===== src/logic/uart_str_pkg.sv =====
// ~~~~~~~~~~~~~~~~~~~~~~~~~~~~~~~~~~~~~~~~
// shared constants of the string hub
// marker bytes, fsm state codes and the
// string buffer union
// ~~~~~~~~~~~~~~~~~~~~~~~~~~~~~~~~~~~~~~~~
package uart_str_pkg;

	localparam int NUM_CH          = 2;
	localparam int MAX_STR_BYTES   = 16;
	localparam int STR_BITS        = 128;
	localparam int LEN_BITS        = 5;
	localparam int CH_BITS         = 1;
	localparam int CLKS_PER_BIT    = 16;
	localparam int RX_TIMEOUT_CLKS = 400;

	localparam logic [7:0] BRACE_OPEN  = 8'h7B;
	localparam logic [7:0] BRACE_CLOSE = 8'h7D;

	// transmit framing, one state per byte kind on the line
	localparam logic [2:0] TX_IDLE    = 3'd0;
	localparam logic [2:0] TX_OPEN1   = 3'd1;
	localparam logic [2:0] TX_OPEN2   = 3'd2;
	localparam logic [2:0] TX_CONTENT = 3'd3;
	localparam logic [2:0] TX_CLOSE1  = 3'd4;
	localparam logic [2:0] TX_CLOSE2  = 3'd5;

	// receive parsing
	localparam logic [2:0] RX_IDLE    = 3'd0;
	localparam logic [2:0] RX_OPEN1   = 3'd1;
	localparam logic [2:0] RX_SKIP    = 3'd2;
	localparam logic [2:0] RX_CONTENT = 3'd3;
	localparam logic [2:0] RX_CLOSE1  = 3'd4;

	// byte 0 sits in the low bits and goes out first
	typedef union packed {
		logic [STR_BITS-1:0]           flat;
		logic [MAX_STR_BYTES-1:0][7:0] bytes;
	} str_buf_u;

endpackage


===== src/logic/str_chan_if.sv =====
// ~~~~~~~~~~~~~~~~~~~~~~~~~~~~~~~~~~~~~~~~
// per channel bundle, transmit request
// and received frame, with modports
// ~~~~~~~~~~~~~~~~~~~~~~~~~~~~~~~~~~~~~~~~
`timescale 1ns/10ps

interface str_chan_if
	import uart_str_pkg::*;
();
	// transmit group
	logic [STR_BITS-1:0] tx_string;
	logic [LEN_BITS-1:0] tx_length;
	logic                tx_req;
	logic                tx_busy;
	logic                tx_done;

	// receive group, held until the next frame
	logic [STR_BITS-1:0] rx_string;
	logic [LEN_BITS-1:0] rx_length;
	logic                rx_done;

	modport chan (
		input  tx_string, tx_length, tx_req,
		output tx_busy, tx_done, rx_string, rx_length, rx_done
	);

	modport disp (
		output tx_string, tx_length, tx_req,
		input  tx_busy, tx_done
	);

	modport coll (
		input rx_string, rx_length, rx_done
	);

endinterface


===== src/logic/str_channel.sv =====
// ~~~~~~~~~~~~~~~~~~~~~~~~~~~~~~~~~~~~~~~~
// one string channel
// transmit framing fsm, receive parsing
// fsm with idle timeout, bit tx and rx
// ~~~~~~~~~~~~~~~~~~~~~~~~~~~~~~~~~~~~~~~~
`timescale 1ns/10ps

module str_channel
	import uart_str_pkg::*;
(
	input  logic     sys_clk,
	input  logic     sys_rst_n,
	str_chan_if.chan bus,
	input  logic     uart_rx,
	output logic     uart_tx
);

	logic [2:0]                         tx_state;
	str_buf_u                           tx_buf;
	logic [LEN_BITS-1:0]                tx_len;
	logic [$clog2(MAX_STR_BYTES)-1:0]   tx_idx;
	logic                               tx_last;
	logic                               tx_accept;
	logic                               bit_start;
	logic [7:0]                         bit_data;
	logic                               bit_done;

	logic [2:0]                         rx_state;
	str_buf_u                           rx_buf;
	logic [LEN_BITS-1:0]                rx_cnt;
	logic [$clog2(MAX_STR_BYTES)-1:0]   rx_wr_idx;
	logic [$clog2(RX_TIMEOUT_CLKS)-1:0] rx_idle_cnt;
	logic                               rx_timeout;
	logic [7:0]                         byte_data;
	logic                               byte_valid;

	assign tx_accept   = (tx_state == TX_IDLE) && bus.tx_req && (bus.tx_length != '0);
	assign tx_last     = (LEN_BITS'(tx_idx) + 1'b1 == tx_len);
	assign bus.tx_busy = (tx_state != TX_IDLE);
	assign bus.tx_done = (tx_state == TX_CLOSE2) && bit_done;

	// next byte is handed over in the done cycle of the previous one
	always_comb begin
		bit_start = 1'b0;
		bit_data  = BRACE_OPEN;
		case (tx_state)
			TX_IDLE:    bit_start = tx_accept;
			TX_OPEN1:   bit_start = bit_done;
			TX_OPEN2: begin
				bit_start = bit_done;
				bit_data  = tx_buf.bytes[0];
			end
			TX_CONTENT: begin
				bit_start = bit_done;
				bit_data  = tx_last ? BRACE_CLOSE : tx_buf.bytes[tx_idx + 1'b1];
			end
			TX_CLOSE1: begin
				bit_start = bit_done;
				bit_data  = BRACE_CLOSE;
			end
			default: ;
		endcase
	end

	always_ff @(posedge sys_clk or negedge sys_rst_n) begin
		if (!sys_rst_n) begin
			tx_state <= TX_IDLE;
			tx_len   <= '0;
			tx_idx   <= '0;
		end else begin
			case (tx_state)
				TX_IDLE: if (tx_accept) begin
					tx_state <= TX_OPEN1;
					tx_idx   <= '0;
					tx_len   <= (bus.tx_length > MAX_STR_BYTES) ?
					            LEN_BITS'(MAX_STR_BYTES) : bus.tx_length;
				end
				TX_OPEN1:   if (bit_done) tx_state <= TX_OPEN2;
				TX_OPEN2:   if (bit_done) tx_state <= TX_CONTENT;
				TX_CONTENT: if (bit_done) begin
					if (tx_last)
						tx_state <= TX_CLOSE1;
					else
						tx_idx <= tx_idx + 1'b1;
				end
				TX_CLOSE1:  if (bit_done) tx_state <= TX_CLOSE2;
				TX_CLOSE2:  if (bit_done) tx_state <= TX_IDLE;
				default:    tx_state <= TX_IDLE;
			endcase
		end
	end

	always_ff @(posedge sys_clk) begin
		if (tx_accept)
			tx_buf.flat <= bus.tx_string;
	end

	assign rx_wr_idx  = rx_cnt[$clog2(MAX_STR_BYTES)-1:0];
	assign rx_timeout = (rx_state != RX_IDLE) && (rx_idle_cnt == RX_TIMEOUT_CLKS - 1);

	// silence counter, restarted by every byte
	always_ff @(posedge sys_clk or negedge sys_rst_n) begin
		if (!sys_rst_n)
			rx_idle_cnt <= '0;
		else if (rx_state == RX_IDLE || byte_valid)
			rx_idle_cnt <= '0;
		else
			rx_idle_cnt <= rx_idle_cnt + 1'b1;
	end

	always_ff @(posedge sys_clk or negedge sys_rst_n) begin
		if (!sys_rst_n) begin
			rx_state      <= RX_IDLE;
			rx_cnt        <= '0;
			bus.rx_length <= '0;
			bus.rx_done   <= 1'b0;
		end else begin
			bus.rx_done <= 1'b0;
			if (byte_valid) begin
				case (rx_state)
					RX_IDLE:  if (byte_data == BRACE_OPEN) rx_state <= RX_OPEN1;
					RX_OPEN1: if (byte_data == BRACE_OPEN) rx_state <= RX_SKIP;
					// first byte after the opening pair is thrown away
					RX_SKIP: begin
						rx_state <= RX_CONTENT;
						rx_cnt   <= '0;
					end
					RX_CONTENT: begin
						if (byte_data == BRACE_CLOSE)
							rx_state <= RX_CLOSE1;
						else if (rx_cnt < MAX_STR_BYTES)
							rx_cnt <= rx_cnt + 1'b1;
					end
					RX_CLOSE1: begin
						if (byte_data == BRACE_CLOSE) begin
							rx_state      <= RX_IDLE;
							bus.rx_length <= rx_cnt;
							bus.rx_done   <= 1'b1;
						end else begin
							// lone close brace stays in the payload
							rx_state <= RX_CONTENT;
							rx_cnt   <= (rx_cnt < MAX_STR_BYTES - 1) ?
							            rx_cnt + LEN_BITS'(2) : LEN_BITS'(MAX_STR_BYTES);
						end
					end
					default: rx_state <= RX_IDLE;
				endcase
			end else if (rx_timeout) begin
				rx_state <= RX_IDLE;
			end
		end
	end

	// working buffer and the published copy
	always_ff @(posedge sys_clk) begin
		if (byte_valid) begin
			case (rx_state)
				RX_SKIP: rx_buf.flat <= '0;
				RX_CONTENT: begin
					if (byte_data != BRACE_CLOSE && rx_cnt < MAX_STR_BYTES)
						rx_buf.bytes[rx_wr_idx] <= byte_data;
				end
				RX_CLOSE1: begin
					if (byte_data == BRACE_CLOSE) begin
						bus.rx_string <= rx_buf.flat;
					end else begin
						if (rx_cnt < MAX_STR_BYTES)
							rx_buf.bytes[rx_wr_idx] <= BRACE_CLOSE;
						if (rx_cnt < MAX_STR_BYTES - 1)
							rx_buf.bytes[rx_wr_idx + 1'b1] <= byte_data;
					end
				end
				default: ;
			endcase
		end
	end

	uart_bit_tx u_bit_tx (
		.sys_clk   (sys_clk),
		.sys_rst_n (sys_rst_n),
		.data      (bit_data),
		.start     (bit_start),
		.txd       (uart_tx),
		.done      (bit_done)
	);

	uart_bit_rx u_bit_rx (
		.sys_clk   (sys_clk),
		.sys_rst_n (sys_rst_n),
		.rxd       (uart_rx),
		.data      (byte_data),
		.valid     (byte_valid)
	);

endmodule


===== src/logic/str_collect.sv =====
// ~~~~~~~~~~~~~~~~~~~~~~~~~~~~~~~~~~~~~~~~
// received frame collector
// pending flags, round-robin pick
// ~~~~~~~~~~~~~~~~~~~~~~~~~~~~~~~~~~~~~~~~
`timescale 1ns/10ps

module str_collect
	import uart_str_pkg::*;
(
	input  logic                sys_clk,
	input  logic                sys_rst_n,
	str_chan_if.coll            bus [NUM_CH],
	output logic                rx_valid,
	output logic [CH_BITS-1:0]  rx_ch,
	output logic [STR_BITS-1:0] rx_string,
	output logic [LEN_BITS-1:0] rx_length
);

	logic [STR_BITS-1:0] ch_string [NUM_CH];
	logic [LEN_BITS-1:0] ch_length [NUM_CH];
	logic [NUM_CH-1:0]   ch_done;
	logic [NUM_CH-1:0]   pending;
	logic [NUM_CH-1:0]   clear_mask;
	logic [CH_BITS-1:0]  rr_ptr;
	logic [CH_BITS-1:0]  sel_ch;
	logic                sel_found;

	for (genvar g = 0; g < NUM_CH; g++) begin : g_gather
		assign ch_string[g] = bus[g].rx_string;
		assign ch_length[g] = bus[g].rx_length;
		assign ch_done[g]   = bus[g].rx_done;
	end

	// first pending channel at or after the pointer
	always_comb begin
		logic [CH_BITS-1:0] cand;
		sel_found = 1'b0;
		sel_ch    = rr_ptr;
		for (int k = 0; k < NUM_CH; k++) begin
			cand = CH_BITS'((int'(rr_ptr) + k) % NUM_CH);
			if (!sel_found && pending[cand]) begin
				sel_found = 1'b1;
				sel_ch    = cand;
			end
		end
	end

	assign clear_mask = sel_found ? (NUM_CH'(1) << sel_ch) : '0;

	always_ff @(posedge sys_clk or negedge sys_rst_n) begin
		if (!sys_rst_n) begin
			pending   <= '0;
			rr_ptr    <= '0;
			rx_valid  <= 1'b0;
			rx_ch     <= '0;
			rx_length <= '0;
		end else begin
			// a frame finishing now is what the channel already shows
			pending  <= (pending | ch_done) & ~clear_mask;
			rx_valid <= sel_found;
			if (sel_found) begin
				rx_ch     <= sel_ch;
				rx_length <= ch_length[sel_ch];
				rr_ptr    <= CH_BITS'((int'(sel_ch) + 1) % NUM_CH);
			end
		end
	end

	always_ff @(posedge sys_clk) begin
		if (sel_found)
			rx_string <= ch_string[sel_ch];
	end

endmodule


===== src/logic/str_dispatch.sv =====
// ~~~~~~~~~~~~~~~~~~~~~~~~~~~~~~~~~~~~~~~~
// transmit request router
// per channel request, busy and done
// ~~~~~~~~~~~~~~~~~~~~~~~~~~~~~~~~~~~~~~~~
`timescale 1ns/10ps

module str_dispatch
	import uart_str_pkg::*;
(
	input  logic                sys_clk,
	input  logic                sys_rst_n,
	input  logic [CH_BITS-1:0]  tx_ch,
	input  logic [STR_BITS-1:0] tx_string,
	input  logic [LEN_BITS-1:0] tx_length,
	input  logic                tx_req,
	output logic [NUM_CH-1:0]   tx_busy,
	output logic [NUM_CH-1:0]   tx_done,
	str_chan_if.disp            bus [NUM_CH]
);

	logic [NUM_CH-1:0] accept;

	for (genvar g = 0; g < NUM_CH; g++) begin : g_route
		// empty strings and busy targets never reach a channel
		assign accept[g] = tx_req && (tx_ch == CH_BITS'(g)) &&
		                   !bus[g].tx_busy && (tx_length != '0);

		assign bus[g].tx_req    = accept[g];
		assign bus[g].tx_string = tx_string;
		assign bus[g].tx_length = tx_length;

		assign tx_busy[g] = bus[g].tx_busy;
		assign tx_done[g] = bus[g].tx_done;
	end

endmodule


===== src/logic/uart_bit_rx.sv =====
// ~~~~~~~~~~~~~~~~~~~~~~~~~~~~~~~~~~~~~~~~
// serial byte receiver, 8N1
// two flop synchronizer, mid-bit sampling
// ~~~~~~~~~~~~~~~~~~~~~~~~~~~~~~~~~~~~~~~~
`timescale 1ns/10ps

module uart_bit_rx
	import uart_str_pkg::*;
(
	input  logic       sys_clk,
	input  logic       sys_rst_n,
	input  logic       rxd,
	output logic [7:0] data,
	output logic       valid
);

	logic                            rxd_meta;
	logic                            rxd_sync;
	logic                            rxd_prev;
	logic                            busy;
	logic [3:0]                      bit_idx;
	logic [$clog2(CLKS_PER_BIT)-1:0] baud_cnt;
	logic                            sample;

	assign sample = busy && (baud_cnt == CLKS_PER_BIT / 2 - 1);

	// idle line is high
	always_ff @(posedge sys_clk or negedge sys_rst_n) begin
		if (!sys_rst_n) begin
			rxd_meta <= 1'b1;
			rxd_sync <= 1'b1;
			rxd_prev <= 1'b1;
		end else begin
			rxd_meta <= rxd;
			rxd_sync <= rxd_meta;
			rxd_prev <= rxd_sync;
		end
	end

	always_ff @(posedge sys_clk or negedge sys_rst_n) begin
		if (!sys_rst_n) begin
			busy     <= 1'b0;
			bit_idx  <= '0;
			baud_cnt <= '0;
			valid    <= 1'b0;
		end else begin
			valid <= 1'b0;
			if (!busy) begin
				// falling edge opens a byte
				if (rxd_prev && !rxd_sync) begin
					busy     <= 1'b1;
					bit_idx  <= '0;
					baud_cnt <= '0;
				end
			end else begin
				baud_cnt <= (baud_cnt == CLKS_PER_BIT - 1) ? '0 : baud_cnt + 1'b1;
				if (sample) begin
					if (bit_idx == 4'd0 && rxd_sync) begin
						// glitch, start bit gone by mid-bit
						busy <= 1'b0;
					end else if (bit_idx == 4'd9) begin
						busy  <= 1'b0;
						valid <= rxd_sync;
					end else begin
						bit_idx <= bit_idx + 4'd1;
					end
				end
			end
		end
	end

	// data bits arrive lsb first
	always_ff @(posedge sys_clk) begin
		if (sample && bit_idx != 4'd0 && bit_idx != 4'd9)
			data <= {rxd_sync, data[7:1]};
	end

endmodule


===== src/logic/uart_bit_tx.sv =====
// ~~~~~~~~~~~~~~~~~~~~~~~~~~~~~~~~~~~~~~~~
// serial byte transmitter, 8N1
// ~~~~~~~~~~~~~~~~~~~~~~~~~~~~~~~~~~~~~~~~
`timescale 1ns/10ps

module uart_bit_tx
	import uart_str_pkg::*;
(
	input  logic       sys_clk,
	input  logic       sys_rst_n,
	input  logic [7:0] data,
	input  logic       start,
	output logic       txd,
	output logic       done
);

	logic                            busy;
	logic [3:0]                      bit_idx;
	logic [$clog2(CLKS_PER_BIT)-1:0] baud_cnt;
	logic [9:0]                      frame_sr;
	logic                            bit_end;

	assign bit_end = (baud_cnt == CLKS_PER_BIT - 1);

	// bit 0 is the start bit, bit 9 the stop bit
	always_ff @(posedge sys_clk or negedge sys_rst_n) begin
		if (!sys_rst_n) begin
			busy     <= 1'b0;
			bit_idx  <= '0;
			baud_cnt <= '0;
			done     <= 1'b0;
		end else begin
			done <= 1'b0;
			if (!busy) begin
				if (start) begin
					busy     <= 1'b1;
					bit_idx  <= '0;
					baud_cnt <= '0;
				end
			end else if (bit_end) begin
				baud_cnt <= '0;
				if (bit_idx == 4'd9) begin
					busy <= 1'b0;
					done <= 1'b1;
				end else begin
					bit_idx <= bit_idx + 4'd1;
				end
			end else begin
				baud_cnt <= baud_cnt + 1'b1;
			end
		end
	end

	// lsb first, ones fill in from the top
	always_ff @(posedge sys_clk) begin
		if (!busy && start)
			frame_sr <= {1'b1, data, 1'b0};
		else if (busy && bit_end)
			frame_sr <= {1'b1, frame_sr[9:1]};
	end

	assign txd = busy ? frame_sr[0] : 1'b1;

endmodule


===== src/logic/uart_str_hub.sv =====
// ~~~~~~~~~~~~~~~~~~~~~~~~~~~~~~~~~~~~~~~~
// two channel uart string hub, top level
// channel array, dispatcher, collector
// ~~~~~~~~~~~~~~~~~~~~~~~~~~~~~~~~~~~~~~~~
`timescale 1ns/10ps

module uart_str_hub
	import uart_str_pkg::*;
(
	input  logic                sys_clk,
	input  logic                sys_rst_n,
	input  logic [CH_BITS-1:0]  tx_ch,
	input  logic [STR_BITS-1:0] tx_string,
	input  logic [LEN_BITS-1:0] tx_length,
	input  logic                tx_req,
	input  logic [NUM_CH-1:0]   uart_rx,
	output logic [NUM_CH-1:0]   tx_busy,
	output logic [NUM_CH-1:0]   tx_done,
	output logic                rx_valid,
	output logic [CH_BITS-1:0]  rx_ch,
	output logic [STR_BITS-1:0] rx_string,
	output logic [LEN_BITS-1:0] rx_length,
	output logic [NUM_CH-1:0]   uart_tx
);

	str_chan_if chan_bus [NUM_CH] ();

	for (genvar g = 0; g < NUM_CH; g++) begin : g_chan
		str_channel u_chan (
			.sys_clk   (sys_clk),
			.sys_rst_n (sys_rst_n),
			.bus       (chan_bus[g]),
			.uart_rx   (uart_rx[g]),
			.uart_tx   (uart_tx[g])
		);
	end

	str_dispatch u_dispatch (
		.sys_clk   (sys_clk),
		.sys_rst_n (sys_rst_n),
		.tx_ch     (tx_ch),
		.tx_string (tx_string),
		.tx_length (tx_length),
		.tx_req    (tx_req),
		.tx_busy   (tx_busy),
		.tx_done   (tx_done),
		.bus       (chan_bus)
	);

	// one frame per cycle onto the shared output
	str_collect u_collect (
		.sys_clk   (sys_clk),
		.sys_rst_n (sys_rst_n),
		.bus       (chan_bus),
		.rx_valid  (rx_valid),
		.rx_ch     (rx_ch),
		.rx_string (rx_string),
		.rx_length (rx_length)
	);

endmodule


===== config.mk =====
export PLATFORM = sky130hd
export DESIGN_NAME = uart_str_hub
export DESIGN_NICKNAME = d
export VERILOG_FILES = /design/src/logic/uart_str_pkg.sv /design/src/logic/str_chan_if.sv /design/src/logic/str_channel.sv /design/src/logic/str_collect.sv /design/src/logic/str_dispatch.sv /design/src/logic/uart_bit_rx.sv /design/src/logic/uart_bit_tx.sv /design/src/logic/uart_str_hub.sv
export SDC_FILE = /design/constraint.sdc
export NUM_CORES = 2
export LEC_CHECK = 0
export BUFFER_PORTS_ARGS = -buffer_cell sky130_fd_sc_hd__buf_2
export CORE_MARGIN = 2
export CORE_UTILIZATION = 56
export DETAILED_ROUTE_END_ITERATION = 7
export PLACE_DENSITY = 0.77
export RECOVER_POWER = 50
export SETUP_SLACK_MARGIN = 0.3
export SLEW_MARGIN = 20
export SYNTH_ARGS = -nofsm -noshare
export SYNTH_HDL_FRONTEND = slang
export SYNTH_HIERARCHICAL = 1
export SYNTH_SLANG_ARGS = --single-unit

===== constraint.sdc =====
create_clock -name sys_clk -period 5 [get_ports sys_clk]
set_input_delay 1.25 -clock sys_clk [delete_from_list [all_inputs] [get_ports sys_clk]]
set_output_delay 1.25 -clock sys_clk [all_outputs]
set_load 0.01 [all_outputs]

After elaboration in Yosys (flattened, before gate mapping)
Index checks and enable logic that the tools add are counted.
{"block": "word_totals", "reg_bits": 1056, "in_bits": 139, "out_inout_bits": 141, "elab_cells": 450}
{"block": "classes", "n_addsub": 22, "magnitude_cmp": 18, "eq_ne": 80, "shifts": 1, "mux": 173, "bitwise_logic": 11, "reduce_logical": 89}
{"cell": "128-bit 2-to-1 mux", "n": 17}
{"cell": "128-bit case mux with 3 select lines", "n": 2}
{"cell": "128-bit bitwise mux", "n": 4}
{"cell": "96-bit bitwise OR", "n": 2}
{"cell": "8-bit demux with 4-bit select", "n": 4}
{"cell": "4-bit 2-to-1 mux", "n": 32}
{"cell": "3-bit 2-to-1 mux", "n": 24}
{"cell": "32-bit AND", "n": 2}
{"cell": "8-bit binary-select mux with 4-bit select", "n": 2}
{"cell": "8-bit 2-to-1 mux", "n": 8}
{"cell": "32-bit NOT", "n": 2}
{"cell": "5-bit 2-to-1 mux", "n": 12}
{"cell": "9-bit 2-to-1 mux", "n": 6}
{"cell": "4-bit by 1-bit adder with 4-bit output, second input constant", "n": 12}
{"cell": "8-bit case mux with 3 select lines", "n": 2}
{"cell": "1-bit 2-to-1 mux", "n": 47}
{"cell": "2-bit inequality test, second input constant", "n": 22}
{"cell": "3-bit case mux with 6 select lines", "n": 2}
{"cell": "1-bit logical AND", "n": 35}
{"cell": "4-bit == test, second input constant", "n": 8}
{"cell": "8-bit by 7-bit == test with 1-bit output, second input constant", "n": 4}
{"cell": "4-bit AND reduction", "n": 8}
{"cell": "4-bit by 5-bit < comparator with 1-bit output, second input constant", "n": 6}
{"cell": "3-bit case mux with 5 select lines", "n": 2}
{"cell": "45 further kinds", "n": 129}

Depth between registers and ports, before layout
{"block": "logic_depth", "ltp_word": 14, "mapped_depth": 12, "depth_no_buf": 10}

Cells and area by module
The synthesis kept the hierarchy.
{"module": "str_channel at g_chan[1].u_chan", "instances": 1, "cells_each": 1456, "area_each_um2": 19421.1, "seq_area_each_um2": 12406.9}
{"module": "str_channel at g_chan[0].u_chan", "instances": 1, "cells_each": 1483, "area_each_um2": 19391.1, "seq_area_each_um2": 12406.9}
{"module": "str_collect", "instances": 1, "cells_each": 315, "area_each_um2": 6466.2, "seq_area_each_um2": 4093.9}
{"module": "str_dispatch", "instances": 1, "cells_each": 276, "area_each_um2": 2063.2, "seq_area_each_um2": 0.0}
{"module": "uart_bit_tx", "instances": 2, "cells_each": 78, "area_each_um2": 920.9, "seq_area_each_um2": 510.5}
{"module": "uart_bit_rx", "instances": 2, "cells_each": 68, "area_each_um2": 895.9, "seq_area_each_um2": 569.3}

Worst setup path after synthesis
Ideal clock, no wire load.
{"block": "synth_timing", "path_type": "input to register", "from": "input port tx_ch", "to": "register g_chan[0].u_chan/tx_buf[0] in the netlist's numbering, enable pin", "setup_ns": 0.481, "arrival_ns": 4.846, "required_ns": 4.519, "setup_slack_ns": -0.328, "path_stages": 6, "path_buffers": 1, "path_cell_list": "or3b_1 > a21oi_1 > o21ai_0 > or2_2 > buf_2 > inv_1"}
{"block": "synth_between", "elab_chain_len": 6}
{"item": "start: declaration", "line": "uart_str_hub.sv:12", "rtl": "input logic [CH_BITS-1:0] tx_ch,"}
{"item": "1-bit NOT", "line": "str_dispatch.sv:25", "rtl": "assign accept[g] = tx_req && (tx_ch == CH_BITS'(g)) &&"}
{"item": "1-bit logical AND (2 in series)", "line": "str_dispatch.sv:25"}
{"item": "1-bit logical AND", "line": "str_dispatch.sv:26", "rtl": "!bus[g].tx_busy && (tx_length != '0);"}
{"item": "net chan_bus[0].tx_req", "line": "str_chan_if.sv:13", "rtl": "logic tx_req;"}
{"item": "1-bit logical AND (2 in series)", "line": "str_channel.sv:37", "rtl": "assign tx_accept = (tx_state == TX_IDLE) && bus.tx_req && (bus.tx_length != '0);"}
{"item": "net g_chan[0].u_chan.tx_accept", "line": "str_channel.sv:23", "rtl": "logic tx_accept;"}
{"item": "end: declaration", "line": "str_channel.sv:19", "rtl": "str_buf_u tx_buf;"}
The timed path passes the listed nets, and every way through them passes these cells.
A chain may end at the register's enable or synchronous reset.

Final worst setup path
{"block": "layout_timing", "from": "register g_chan[1].u_chan.u_bit_rx.data[1]", "to": "register g_chan[1].u_chan/rx_buf[6] in the netlist's numbering, enable pin"}
{"block": "layout_between", "elab_chain_len": 4, "word_cells_on_any_way": 6, "cone_classes": "eq/ne (4); reduce/logical (2)"}
{"item": "start: declaration", "line": "uart_bit_rx.sv:13", "rtl": "output logic [7:0] data,"}
{"item": "start signal: assignment", "line": "uart_bit_rx.sv:75", "rtl": "data <= {rxd_sync, data[7:1]};"}
{"item": "8-bit by 7-bit inequality test with 1-bit output", "line": "str_channel.sv:160", "rtl": "if (byte_data != BRACE_CLOSE && rx_cnt < MAX_STR_BYTES)"}
{"item": "1-bit logical AND", "line": "str_channel.sv:160"}
{"item": "2-bit by 1-bit inequality test with 1-bit output (no line)"}
{"item": "4-bit AND reduction (no line) *"}
{"item": "end: declaration", "line": "str_channel.sv:29", "rtl": "str_buf_u rx_buf;"}
Every way passes the cells marked *; elsewhere a longest branch is shown, timed or not.

==> run metrics <==
status complete, but fails checks; failing checks max-capacitance violations, max-slew violations; CP Launch Type flip-flop; Crit path required time 5330 ps; Synth Instances 3822; routed len/inst 25.95 um; Horiz. Die Dim 305.7 um; clock tree buffer depth 3; final worst path period share 84.77%; Die H 305.7 um; pins over their slew limit 612; GPL Wtd Cong 0.8719; vias in the first global route 31222; post-synthesis sequential area ratio 60.95%; VDD IR max 445.1 uV; Initial Util 56.55%; RR Startpoint g_chan[1].u_chan/u_bit_rx/data[1]; Fillers 6752; Row Count 110; Final nets 3901; PD cells 362.3 nW/um2; WS Path Type reg2reg; Total GRT Usage 27.21%; skew final 45.71 ps; initial antenna violation count 3; setup_tns 0 ps; clock slew at reported path FFs 60 ps; CTS Sinks 1056; CP peak stage delay 1850 ps; CP Launch Point g_chan[1].u_chan/u_bit_rx/data[1]; PortBufs 279; P_leak 20.67 nW; Rel. slew slack -90.94%; post-route ant nets 0; Hold Crit Depth 0; Mapped Area 50980 um2; critical-path cell with the highest stage delay clkbuf_1; final setup fails 0; crit path max fanout 52; syn_area_per_cell 13.34 um2; Setup crit end kind flip-flop; Worst R2R Path Depth 5; syn_nets 3993; CTS tree done; layout cells sized above 1 13.19%; dpl ws 1164 ps; reg-to-reg slack, setup 760 ps; clk root buf clkbuf_16; critical path, cell by cell clkbuf_1 -> nor4_4 -> o32a_1 -> inv_4 -> buf_4; Async SR Flop Fraction 11.93%; Vias/cell 6.508; fmax 235.9 MHz; EDFF count, synth 928; #FFs+latches synth 1056; number of max-cap violations 16; H-tree levels 3; crit path DAT 4570 ps; worst-skew pair later-pin latency 700 ps; Design Area, Final 54090 um2; Hold WC Path Type reg2reg; hold path start g_chan[0].u_chan/u_bit_rx/rxd_meta; Post-DP Area 51060 um2; CTS Buf Count 106; Area growth syn-to-layout 6.112%; DR DRC count 0; Netlist cell types 107; GRT overflow 0; Final Power 19.60 mW; setup bufs post-CTS 0; die area 93460 um2; largest net degree at the start of global routing 103; WP buf/inv 3; first-pass GRT wire length 193.5 mm; Post-CTS Resized 0; routed via count 32533; top_reg_cell synth edfxtp_1; DR pass1 iterations 6; fin worst setup slack 761.6 ps; Post-DP HPWL 80.44 mm; Hold Buf Count CTS 0; Synth warnings 6; Final min period 4238 ps; I/O pins 280; worst r2r dst g_chan[1].u_chan/rx_buf[6]; RSZ-0062 raised after global routing false; largest delay contributor family on the critical path buffers and inverters; Hold Vio Cnt, Final 0; drt total wl 129.7 mm; Least-Margin Pin Slew 2864 ps; core region area 90150 um2; Initial DRC Count 4438; Hold EP g_chan[0].u_chan/u_bit_rx/rxd_sync; WHS 360.3 ps
-- cells in the mapped netlist, types with 14 or more instances --
cell type | instances | area [um2]
dfrtp_1 | 120 | 3003
mux4_2 | 64 | 1441
nor3b_1 | 33 | 247.7
a22o_1 | 22 | 192.7
mux2i_1 | 231 | 2312
nor2_1 | 291 | 1092
nand3b_1 | 25 | 187.7
nor2b_1 | 33 | 206.5
o32ai_1 | 111 | 972.2
a21oi_1 | 137 | 685.7
nand2_1 | 196 | 735.7
and2_1 | 14 | 87.58
ha_1 | 32 | 400.4
xnor2_1 | 17 | 148.9
and3_1 | 30 | 187.7
buf_2 | 61 | 305.3
or3_1 | 42 | 262.8
buf_1 | 14 | 52.55
mux2_4 | 120 | 1802
a211oi_1 | 18 | 135.1
nand3_1 | 64 | 320.3
nor3_1 | 142 | 710.7
edfxtp_1 | 928 | 27870
buf_4 | 287 | 2155
o21ai_0 | 112 | 560.5
mux2_2 | 16 | 180.2
inv_1 | 36 | 135.1
clkbuf_1 | 169 | 634.4
o211ai_1 | 15 | 112.6
nand2b_1 | 27 | 168.9
o22ai_1 | 131 | 819.5
a31oi_1 | 14 | 87.58
-- cells in the final DEF, fill, tap and decap left out, types with 14 or more instances in the layout --
master	instances
o22ai_1	131
nand3b_1	25
nor2b_1	33
o32ai_1	111
mux2_2	16
and3_1	28
nor3b_1	33
mux2i_1	231
xnor2_1	17
edfxtp_1	928
clkinv_1	31
clkbuf_1	268
o211ai_1	15
inv_1	34
or3_1	42
nor2_1	291
a31oi_1	14
clkinv_2	18
nand2_1	195
nor3_1	142
buf_4	57
nand3_1	64
mux2_4	102
mux2_1	26
buf_2	37
clkbuf_16	109
a21oi_1	138
o21ai_0	113
mux4_2	64
a22o_1	22
a211oi_1	17
ha_1	32
nand2b_1	27
dfrtp_1	118
-- logic make-up after synthesis --
| logic type | share of synthesized area, % |
|---|---|
| buffers and inverters | 7.192 |
| XOR/XNOR | 0.6897 |
| adder cells (fa/ha/maj) | 0.8051 |
| AO/OA/AOI/OAI | 8.922 |
| flip-flops | 60.95 |
| AND/OR/NAND/NOR | 10.02 |
| multiplexers | 11.43 |
-- where the power goes --
part | total (mW) | switching [mW] | internal (mW)
logic | 1.83 | 1.19 | 0.643
clock network | 7.92 | 3.43 | 4.49
registers | 9.84 | 0.165 | 9.67
total | 19.6 | 4.79 | 14.8
-- metal layers --
metal	vias to the layer above	wire length [um]	track usage (%)
met5	-	0	0
met4	0	3953	8.638
met3	295	15390	5.837
met2	2002	59880	42.23
met1	16156	50520	38.59
li1	14080	-	-
-- sequential cells by signal, summed over array words and instances, names as in the netlist, 16 cells and up --
signal,flops
g_chan.u_chan/rx_idle_cnt,18
u_collect/rx_string,128
g_chan.u_chan/u_bit_rx/data,16
g_chan.u_chan/rx_buf,256
g_chan.u_chan/tx_buf,256
g_chan.u_chan/bus.rx_string,256
g_chan.u_chan/u_bit_tx/frame_sr,18
-- cell type report --
class | count | area, um2 | share of cell area (%)
inverters | 41 | 163.9 | 0.3030
flip-flops and latches | 1056 | 31070 | 57.44
clock buffers | 126 | 2811 | 5.198
well taps | 1176 | 1471 | 2.720
clock inverters | 73 | 665.6 | 1.231
repair buffers | 356 | 1707 | 3.155
diodes | 2 | 5.005 | 0.009253
multi-input cells | 2169 | 16200 | 29.94
-- worst max-delay path by stage --
| stage | cells after the start | slack, ps | to |
|---|---|---|---|
| after detailed placement | 6 | 1160 | g_chan[1].u_chan/tx_buf[60] |
| after floorplan | 6 | 310 | g_chan[0].u_chan/tx_buf[0] |
| after global placement | 6 | 1210 | g_chan[1].u_chan/tx_buf[52] |
| after CTS | 9 | 1500 | g_chan[0].u_chan/u_bit_tx/frame_sr[1] |
| final | 5 | 760 | g_chan[1].u_chan/rx_buf[6] |
| after global routing | 5 | 620 | g_chan[1].u_chan/rx_buf[6] |
-- stage by stage --
stage	instances	util, %
floorplan	3822	-
detailed placement	4798	56.64
global route	4997	60.00
CTS	4997	60.49
global placement	4798	56.64
finish	4999	60.00
No activity file was read; power rests on OpenSTA's default activity.
